--- src/safe_ctrl_pkg.sv ---
// Safety-mode controller shared definitions
// Hart count, configuration codes and FSM state encodings

`default_nettype none

package safe_ctrl_pkg;

  //////////////////////////////////////////////////
  // Cluster and configuration
  //////////////////////////////////////////////////

  localparam int unsigned NHARTS = 3;

  localparam int unsigned CFG_W = 2;

  // Codes 10 and 11 are not supported and keep the selector idle
  localparam logic [CFG_W-1:0] CFG_SINGLE = 2'b00;
  localparam logic [CFG_W-1:0] CFG_TMR    = 2'b01;

  //////////////////////////////////////////////////
  // Mode selector states
  //////////////////////////////////////////////////

  localparam int unsigned MODE_W = 2;

  localparam logic [MODE_W-1:0] MODE_RESET  = 2'd0;
  localparam logic [MODE_W-1:0] MODE_IDLE   = 2'd1;
  localparam logic [MODE_W-1:0] MODE_SINGLE = 2'd2;
  localparam logic [MODE_W-1:0] MODE_TMR    = 2'd3;

  // Single-mode boot sequencer states
  localparam int unsigned SGL_W = 3;

  localparam logic [SGL_W-1:0] SGL_RESET    = 3'd0;
  localparam logic [SGL_W-1:0] SGL_IDLE     = 3'd1;
  localparam logic [SGL_W-1:0] SGL_START    = 3'd2;
  localparam logic [SGL_W-1:0] SGL_RUN      = 3'd3;
  localparam logic [SGL_W-1:0] SGL_SYNC_OFF = 3'd4;

  // Per-hart TMR sequencer states
  localparam int unsigned TMR_W = 3;

  localparam logic [TMR_W-1:0] TMR_RESET = 3'd0;
  localparam logic [TMR_W-1:0] TMR_IDLE  = 3'd1;
  localparam logic [TMR_W-1:0] TMR_START = 3'd2;
  localparam logic [TMR_W-1:0] TMR_BOOT  = 3'd3;
  localparam logic [TMR_W-1:0] TMR_SYNC  = 3'd4;

endpackage

`default_nettype wire

--- src/mode_select_fsm.sv ---
// Operating mode selector
// Picks single or TMR mode on start, enables external debug while idle

`default_nettype none

module mode_select_fsm (
  input  logic                              clk_i,
  input  logic                              rst_ni,
  input  logic                              start_i,
  input  logic [safe_ctrl_pkg::CFG_W-1:0]   safe_config_i,
  input  logic                              single_idle_i,
  input  logic [safe_ctrl_pkg::NHARTS-1:0]  tmr_idle_i,
  output logic                              single_mode_o,
  output logic                              tmr_mode_o,
  output logic                              ext_debug_en_o
);

  logic [safe_ctrl_pkg::MODE_W-1:0] state_q;
  logic [safe_ctrl_pkg::MODE_W-1:0] state_d;

  always_ff @(posedge clk_i or negedge rst_ni)
  begin
    if (!rst_ni)
    begin
      state_q <= safe_ctrl_pkg::MODE_RESET;
    end
    else
    begin
      state_q <= state_d;
    end
  end

  //////////////////////////////////////////////////
  // Next state
  //////////////////////////////////////////////////

  always_comb
  begin
    state_d = state_q;
    case (state_q)
      safe_ctrl_pkg::MODE_RESET:
      begin
        state_d = safe_ctrl_pkg::MODE_IDLE;
      end
      safe_ctrl_pkg::MODE_IDLE:
      begin
        // Unsupported codes fall through and stay idle
        if (start_i && safe_config_i == safe_ctrl_pkg::CFG_SINGLE)
          state_d = safe_ctrl_pkg::MODE_SINGLE;
        else if (start_i && safe_config_i == safe_ctrl_pkg::CFG_TMR)
          state_d = safe_ctrl_pkg::MODE_TMR;
      end
      safe_ctrl_pkg::MODE_SINGLE:
      begin
        if (!start_i && single_idle_i)
          state_d = safe_ctrl_pkg::MODE_IDLE;
      end
      safe_ctrl_pkg::MODE_TMR:
      begin
        // Leave only once every hart sequencer is back home
        if (!start_i && (&tmr_idle_i))
          state_d = safe_ctrl_pkg::MODE_IDLE;
      end
      default:
      begin
        state_d = safe_ctrl_pkg::MODE_IDLE;
      end
    endcase
  end

  // Moore outputs
  assign ext_debug_en_o = (state_q == safe_ctrl_pkg::MODE_IDLE);
  assign single_mode_o  = (state_q == safe_ctrl_pkg::MODE_SINGLE);
  assign tmr_mode_o     = (state_q == safe_ctrl_pkg::MODE_TMR);

  // Debug opens only while every sequencer is back in idle
  a_idle_with_sequencers: assert property (
    @(posedge clk_i) disable iff (!rst_ni)
    ext_debug_en_o |-> (single_idle_i && (&tmr_idle_i))
  );

endmodule

`default_nettype wire

--- src/single_boot_fsm.sv ---
// Single-mode boot sequencer
// Halts the master cores, lets them run, handles software and external stops

`default_nettype none

module single_boot_fsm (
  input  logic                              clk_i,
  input  logic                              rst_ni,
  input  logic                              single_mode_i,
  input  logic                              start_i,
  input  logic                              end_sw_routine_i,
  input  logic [safe_ctrl_pkg::NHARTS-1:0]  master_core_i,
  input  logic [safe_ctrl_pkg::NHARTS-1:0]  halt_ack_i,
  input  logic [safe_ctrl_pkg::NHARTS-1:0]  hart_wfi_i,
  output logic [safe_ctrl_pkg::NHARTS-1:0]  halt_req_o,
  output logic                              single_idle_o
);

  logic [safe_ctrl_pkg::SGL_W-1:0] state_q;
  logic [safe_ctrl_pkg::SGL_W-1:0] state_d;

  logic all_wfi;
  logic no_wfi;
  logic no_ack;

  assign all_wfi = &hart_wfi_i;
  assign no_wfi  = ~|hart_wfi_i;
  assign no_ack  = ~|halt_ack_i;

  always_ff @(posedge clk_i or negedge rst_ni)
  begin
    if (!rst_ni)
    begin
      state_q <= safe_ctrl_pkg::SGL_RESET;
    end
    else
    begin
      state_q <= state_d;
    end
  end

  //////////////////////////////////////////////////
  // Next state
  //////////////////////////////////////////////////

  always_comb
  begin
    state_d = state_q;
    case (state_q)
      safe_ctrl_pkg::SGL_RESET:
      begin
        state_d = safe_ctrl_pkg::SGL_IDLE;
      end
      safe_ctrl_pkg::SGL_IDLE:
      begin
        if (single_mode_i && start_i && !end_sw_routine_i)
          state_d = safe_ctrl_pkg::SGL_START;
      end
      safe_ctrl_pkg::SGL_START:
      begin
        // Wait for every master to acknowledge its halt
        if (halt_ack_i == master_core_i)
          state_d = safe_ctrl_pkg::SGL_RUN;
      end
      safe_ctrl_pkg::SGL_RUN:
      begin
        if (end_sw_routine_i && all_wfi)
          state_d = safe_ctrl_pkg::SGL_IDLE;
        else if (!start_i && no_ack && !end_sw_routine_i)
          state_d = safe_ctrl_pkg::SGL_SYNC_OFF;
      end
      safe_ctrl_pkg::SGL_SYNC_OFF:
      begin
        // External stop completes once all harts are awake
        if (no_wfi)
          state_d = safe_ctrl_pkg::SGL_IDLE;
      end
      default:
      begin
        state_d = safe_ctrl_pkg::SGL_IDLE;
      end
    endcase
  end

  // Halt request held in START until the acknowledge lands
  assign halt_req_o    = (state_q == safe_ctrl_pkg::SGL_START) ? master_core_i : '0;
  assign single_idle_o = (state_q == safe_ctrl_pkg::SGL_IDLE);

  // Request never falls before every requested master acknowledged
  a_req_until_ack: assert property (
    @(posedge clk_i) disable iff (!rst_ni)
    $fell(|halt_req_o) |-> ($past(halt_ack_i) == $past(halt_req_o))
  );

endmodule

`default_nettype wire

--- src/tmr_hart_fsm.sv ---
// Per-hart TMR lockstep sequencer
// Halts one hart, boots it on the shared bus and holds the voter until sync ends

`default_nettype none

module tmr_hart_fsm (
  input  logic                              clk_i,
  input  logic                              rst_ni,
  input  logic                              tmr_mode_i,
  input  logic                              start_i,
  input  logic                              end_sw_routine_i,
  input  logic                              halt_ack_i,
  input  logic [safe_ctrl_pkg::NHARTS-1:0]  hart_wfi_i,
  output logic                              halt_req_o,
  output logic                              boot_o,
  output logic                              single_bus_o,
  output logic                              voter_en_o,
  output logic                              hart_idle_o
);

  logic [safe_ctrl_pkg::TMR_W-1:0] state_q;
  logic [safe_ctrl_pkg::TMR_W-1:0] state_d;

  // Lockstep ends only when the whole cluster sleeps
  logic all_wfi;

  assign all_wfi = &hart_wfi_i;

  always_ff @(posedge clk_i or negedge rst_ni)
  begin
    if (!rst_ni)
    begin
      state_q <= safe_ctrl_pkg::TMR_RESET;
    end
    else
    begin
      state_q <= state_d;
    end
  end

  //////////////////////////////////////////////////
  // Next state
  //////////////////////////////////////////////////

  always_comb
  begin
    state_d = state_q;
    case (state_q)
      safe_ctrl_pkg::TMR_RESET:
      begin
        state_d = safe_ctrl_pkg::TMR_IDLE;
      end
      safe_ctrl_pkg::TMR_IDLE:
      begin
        if (tmr_mode_i && start_i)
          state_d = safe_ctrl_pkg::TMR_START;
      end
      safe_ctrl_pkg::TMR_START:
      begin
        // Hart is halted
        if (halt_ack_i)
          state_d = safe_ctrl_pkg::TMR_BOOT;
      end
      safe_ctrl_pkg::TMR_BOOT:
      begin
        // Hart resumed from the boot address
        if (!halt_ack_i)
          state_d = safe_ctrl_pkg::TMR_SYNC;
      end
      safe_ctrl_pkg::TMR_SYNC:
      begin
        if (all_wfi && end_sw_routine_i)
          state_d = safe_ctrl_pkg::TMR_IDLE;
      end
      default:
      begin
        state_d = safe_ctrl_pkg::TMR_IDLE;
      end
    endcase
  end

  //////////////////////////////////////////////////
  // Moore outputs
  //////////////////////////////////////////////////

  always_comb
  begin
    halt_req_o   = 1'b0;
    boot_o       = 1'b0;
    single_bus_o = 1'b0;
    voter_en_o   = 1'b0;
    case (state_q)
      safe_ctrl_pkg::TMR_START:
      begin
        halt_req_o   = 1'b1;
        boot_o       = 1'b1;
        single_bus_o = 1'b1;
        voter_en_o   = 1'b1;
      end
      safe_ctrl_pkg::TMR_BOOT:
      begin
        boot_o       = 1'b1;
        single_bus_o = 1'b1;
        voter_en_o   = 1'b1;
      end
      safe_ctrl_pkg::TMR_SYNC:
      begin
        // Running in lockstep, boot flag already released
        single_bus_o = 1'b1;
        voter_en_o   = 1'b1;
      end
      default:
      begin
        halt_req_o = 1'b0;
      end
    endcase
  end

  assign hart_idle_o = (state_q == safe_ctrl_pkg::TMR_IDLE);

  // Voting stops only once software ended with the whole cluster asleep
  a_voter_until_sync_end: assert property (
    @(posedge clk_i) disable iff (!rst_ni)
    $fell(voter_en_o) |-> $past(all_wfi && end_sw_routine_i)
  );

endmodule

`default_nettype wire

--- src/safe_ctrl_top.sv ---
// Safety-mode controller top level
// Mode selector, single-mode sequencer and one TMR sequencer per hart

`default_nettype none

module safe_ctrl_top (
  input  logic                              clk_i,
  input  logic                              rst_ni,
  input  logic                              start_i,
  input  logic                              end_sw_routine_i,
  input  logic [safe_ctrl_pkg::CFG_W-1:0]   safe_config_i,
  input  logic [safe_ctrl_pkg::NHARTS-1:0]  master_core_i,
  input  logic [safe_ctrl_pkg::NHARTS-1:0]  halt_ack_i,
  input  logic [safe_ctrl_pkg::NHARTS-1:0]  hart_wfi_i,
  output logic [safe_ctrl_pkg::NHARTS-1:0]  halt_req_o,
  output logic                              single_bus_o,
  output logic                              tmr_voter_en_o,
  output logic                              start_boot_o,
  output logic                              ext_debug_en_o
);

  logic                             single_mode;
  logic                             tmr_mode;
  logic                             single_idle;
  logic [safe_ctrl_pkg::NHARTS-1:0] single_halt_req;

  // Per-hart TMR sequencer outputs
  logic [safe_ctrl_pkg::NHARTS-1:0] tmr_idle;
  logic [safe_ctrl_pkg::NHARTS-1:0] tmr_halt_req;
  logic [safe_ctrl_pkg::NHARTS-1:0] tmr_boot;
  logic [safe_ctrl_pkg::NHARTS-1:0] tmr_bus;
  logic [safe_ctrl_pkg::NHARTS-1:0] tmr_voter;

  mode_select_fsm mode_select_fsm_i (
    .clk_i          (clk_i),
    .rst_ni         (rst_ni),
    .start_i        (start_i),
    .safe_config_i  (safe_config_i),
    .single_idle_i  (single_idle),
    .tmr_idle_i     (tmr_idle),
    .single_mode_o  (single_mode),
    .tmr_mode_o     (tmr_mode),
    .ext_debug_en_o (ext_debug_en_o)
  );

  single_boot_fsm single_boot_fsm_i (
    .clk_i            (clk_i),
    .rst_ni           (rst_ni),
    .single_mode_i    (single_mode),
    .start_i          (start_i),
    .end_sw_routine_i (end_sw_routine_i),
    .master_core_i    (master_core_i),
    .halt_ack_i       (halt_ack_i),
    .hart_wfi_i       (hart_wfi_i),
    .halt_req_o       (single_halt_req),
    .single_idle_o    (single_idle)
  );

  for (genvar i = 0; i < safe_ctrl_pkg::NHARTS; i++)
  begin : g_tmr_hart
    tmr_hart_fsm tmr_hart_fsm_i (
      .clk_i            (clk_i),
      .rst_ni           (rst_ni),
      .tmr_mode_i       (tmr_mode),
      .start_i          (start_i),
      .end_sw_routine_i (end_sw_routine_i),
      .halt_ack_i       (halt_ack_i[i]),
      .hart_wfi_i       (hart_wfi_i),
      .halt_req_o       (tmr_halt_req[i]),
      .boot_o           (tmr_boot[i]),
      .single_bus_o     (tmr_bus[i]),
      .voter_en_o       (tmr_voter[i]),
      .hart_idle_o      (tmr_idle[i])
    );
  end

  //////////////////////////////////////////////////
  // Output merging
  //////////////////////////////////////////////////

  assign halt_req_o     = single_halt_req | tmr_halt_req;
  assign single_bus_o   = |tmr_bus;
  assign tmr_voter_en_o = |tmr_voter;
  assign start_boot_o   = single_mode | (|tmr_boot);

endmodule

`default_nettype wire

--- config.mk ---
export PLATFORM = sky130hd
export DESIGN_NAME = safe_ctrl_top
export DESIGN_NICKNAME = d
export VERILOG_FILES = /design/src/safe_ctrl_pkg.sv /design/src/mode_select_fsm.sv /design/src/single_boot_fsm.sv /design/src/tmr_hart_fsm.sv /design/src/safe_ctrl_top.sv
export SDC_FILE = /design/constraint.sdc
export NUM_CORES = 1
export LEC_CHECK = 0
export BUFFER_PORTS_ARGS = -buffer_cell sky130_fd_sc_hd__buf_4
export CAP_MARGIN = 20
export CORE_UTILIZATION = 45
export DETAILED_ROUTE_END_ITERATION = 12
export MAX_ROUTING_LAYER = met4
export PLACE_DENSITY_LB_ADDON = 0.3
export SYNTH_ARGS = -nofsm -noshare
export SYNTH_HDL_FRONTEND = slang
export SYNTH_SLANG_ARGS = --single-unit
--- constraint.sdc ---
create_clock -name clk_i -period 1.3 [get_ports clk_i]
set_input_delay 0.065 -clock clk_i [delete_from_list [all_inputs] [get_ports clk_i]]
set_output_delay 0.065 -clock clk_i [all_outputs]
set_load 0.02 [all_outputs]
==> impl_metrics.yaml <==
cells_and_area:
  fillers: 124
  regArea_um2: 358
  final_cell_mix: "31 x buf_4, 8 x nand2_1, 8 x o21ai_0, 8 x a21oi_1, 8 x dfrtp_1"
  fin_area_um2: 1340
  final_common_cell: "buf_4"
  multiInputGateArea_um2: 567
  diodes: 0
  final_cell_count_no_fill: 165
  final_nets: 156
  syn2layout_area_growth_pct: 59.6
  drive_above_1_share_pct: 48.6
pwr:
  p_int_mw: 1.51
  share_comb_of_total_power_pct: 55.9
  peakVddDrop_v: 0.00174
  total_leakage_power_nw: 0.591
  switching_share_pct: 40.6
  power_per_cell_area_nw_per_um2: 1890
  p_clk_share_pct: 13.0
  switching_power_mw: 1.03
  p_seq_share_pct: 31.0
worst_setup_path:
  r2r_slack_ns: 0.05
  rr_worst_depth: 5
  reg2reg_from: "g_tmr_hart[0].tmr_hart_fsm_i.state_q[2]"
  critPathArrivalTime_ns: 1.31
  worst_setup_path_start_kind: "register"
  cp_data_required_time_ns: 1.24
  worstSetupPathType: "reg2out"
  crit_end: "single_bus_o"
  crit_path_end_kind: "output pin"
  path_max_fanout: 3
  crit_start: "g_tmr_hart[1].tmr_hart_fsm_i.state_q[2]"
  r2r-end: "mode_select_fsm_i.state_q[1]"
logic_synthesis:
  ys_ff_latch: 14
  yosysTopAreaCell: "dfrtp_1"
  syn_nets: 112
  synth-edff-count: 0
  ys_seq_area_share_pct: 41.8
  yosys_warnings: 0
  synth_top_flop_cell: "dfrtp_1"
  async_flop_share_pct: 100
  synth_area_um2: 838
  synth_top_area_share_pct: 41.8
  yosys-top-cells-area: "dfrtp_1 42%, o21ai_0 6.6%, nand2b_1 6.0%, nand2_1 5.4%, a21oi_1 4.8%"
  synth_area_per_cell_um2: 8.64
  synth_cell_types: 28
  synth_cells: 97
timing:
  worst_pin_slew_ns: 0.252
  fmax_mhz: 725
  drv_slew: 0
  post-route-min-period_ns: 1.38
  hold_viol_final: 0
  relSlewSlack_pct: 83.1
  post-route-period-util_pct: 106
  fin_skew_ns: 0.00671
  setup_viol: 6
  fin_ws_ns: -0.0787
  rsz0062_at_grt: "true"
global_route:
  grt_pass1_vias: 894
  grt_max_degree: 15
  antenna_found_initial: 0
  track_usage_pct: 27.6
  grt_pass1_wl_mm: 3.79
  overflow: 0
route:
  drc: 0
  post_drt_wl_per_cell_um: 15.6
  viasPerCell: 5.45
  antenna_left: 0
  vias: 900
  drt_iter0_markers: 13
  drt-pass1-iter-count: 4
  finalWirelength_mm: 2.57
run_status:
  violations: "setup timing"
  status: "complete, but fails checks"
placed_design:
  routabilityCongestion: 0.799
  hpwl_mm: 1.60
  placed_area_um2: 1050
  io_buffers: 21
  placedCellCount: 146
clock_tree:
  htree_levels: 1
  clock-root-buffer: "clkbuf_4"
  clk_latency_ns: 0.29
  cts_sinks: 14
  clockBufferDepth: 2
  cts_tree: "yes"
  clk_pin_slew_ns: 0.09
  numCtsBuffers: 3
die:
  die_h_um: 45.2
  io-pin-count: 22
  fp-row-count: 15
  initial_utilization_pct: 48.0
  die_area_um2: 2040
  coreArea_um2: 1750
  die_x_um: 45.2
min_path:
  min_path_type: "in2reg"
run:
  drv_cap: 0
[how the worst min path moves through the flow]
stage                     startpoint                                      end  slack, ns  depth (start not counted)
finish              safe_config_i[0]             mode_select_fsm_i.state_q[0]       0.04                          3
global route        safe_config_i[0]             mode_select_fsm_i.state_q[0]       0.06                          3
CTS                 safe_config_i[0]             mode_select_fsm_i.state_q[0]       0.05                          3
detailed placement            rst_ni             single_boot_fsm_i.state_q[0]      -0.07                          1
global placement              rst_ni             single_boot_fsm_i.state_q[2]      -0.07                          1
floorplan                     rst_ni  g_tmr_hart[0].tmr_hart_fsm_i.state_q[0]      -0.23                          0
[kinds of logic after synthesis]
| family | share of synthesized area, % |
|---|---|
| compound gates | 19.9 |
| flops | 41.8 |
| xor+xnor | 3.13 |
| simple gates | 33.9 |
| buf+inv | 1.34 |
[through the flow]
stage / setup TNS [ns] / power (mW) / setup slack [ns] / hold slack, ns / util (%)
after floorplan: 0 / 1.32 / 0.0959 / -0.231 / -
after global placement: 0 / 1.64 / 0.141 / -0.0730 / 60.1
after detailed placement: 0 / 1.68 / 0.0939 / -0.0728 / 60.1
after CTS: -0.422 / 2.29 / -0.0816 / 0.0514 / 70.7
after global routing: -0.852 / 2.68 / -0.160 / 0.0597 / 76.6
final: -0.371 / 2.53 / -0.0787 / 0.0381 / 76.6
[power by group through the flow]
stage               logic, mW  clock network [mW]  registers [mW]
finish                   1.42               0.330           0.785
global route             1.52               0.351           0.808
CTS                      1.23               0.325           0.738
detailed placement      0.934                   0           0.750
global placement        0.909                   0           0.735
floorplan               0.612                   0           0.713
[routing by layer]
| layer | GRT usage [%] | wire, um | up-vias |
|---|---|---|---|
| met5 | - | 0 | - |
| met4 | 6.06 | 12 | 0 |
| met3 | 8.00 | 118 | 2 |
| met2 | 49.6 | 1440 | 24 |
| met1 | 29.7 | 1000 | 443 |
| li1 | - | - | 431 |
[state kept, by name, summed over array words and instances, names as in the netlist]
signal and flops:
g_tmr_hart.tmr_hart_fsm_i.state_q 9, single_boot_fsm_i.state_q 3, mode_select_fsm_i.state_q 2
[synthesized netlist by cell type, types with 2 or more instances]
cell type	number
nand3_1	3
nand2_1	12
xor2_1	3
nand3b_1	2
nand2b_1	8
a21oi_1	8
dfrtp_1	14
nor3b_1	3
nand4_1	3
nor2b_1	6
and3_1	2
nor2_1	7
o21ai_0	11
[final cells by class]
| cell class | instances | share of cell area [%] |
|---|---|---|
| multi-input combinational | 81 | 42.4 |
| sequential | 14 | 26.8 |
| timing repair buffer | 40 | 25.5 |
| clock buffer | 4 | 2.71 |
| tap | 25 | 2.34 |
| inverter | 1 | 0.281 |
[worst max-delay path, cell delays in order, from the launching register on]
cell and delay (ns):
dfrtp_1 0.41, nor3b_4 0.16, a211oi_2 0.22, nand2_2 0.10, buf_6 0.14
[repair_timing]
| action | in CTS | in global routing |
|---|---|---|
| endpoints found under the setup margin | 6 | 9 |
| pin swaps | 6 | 5 |
| buffers inserted | 9 | 5 |
| resized for setup | 17 | 18 |
| endpoints found under the hold margin | 14 | 0 |
| hold buffers | 1 | 0 |
Note: power is estimated with default switching activity, not from simulation.
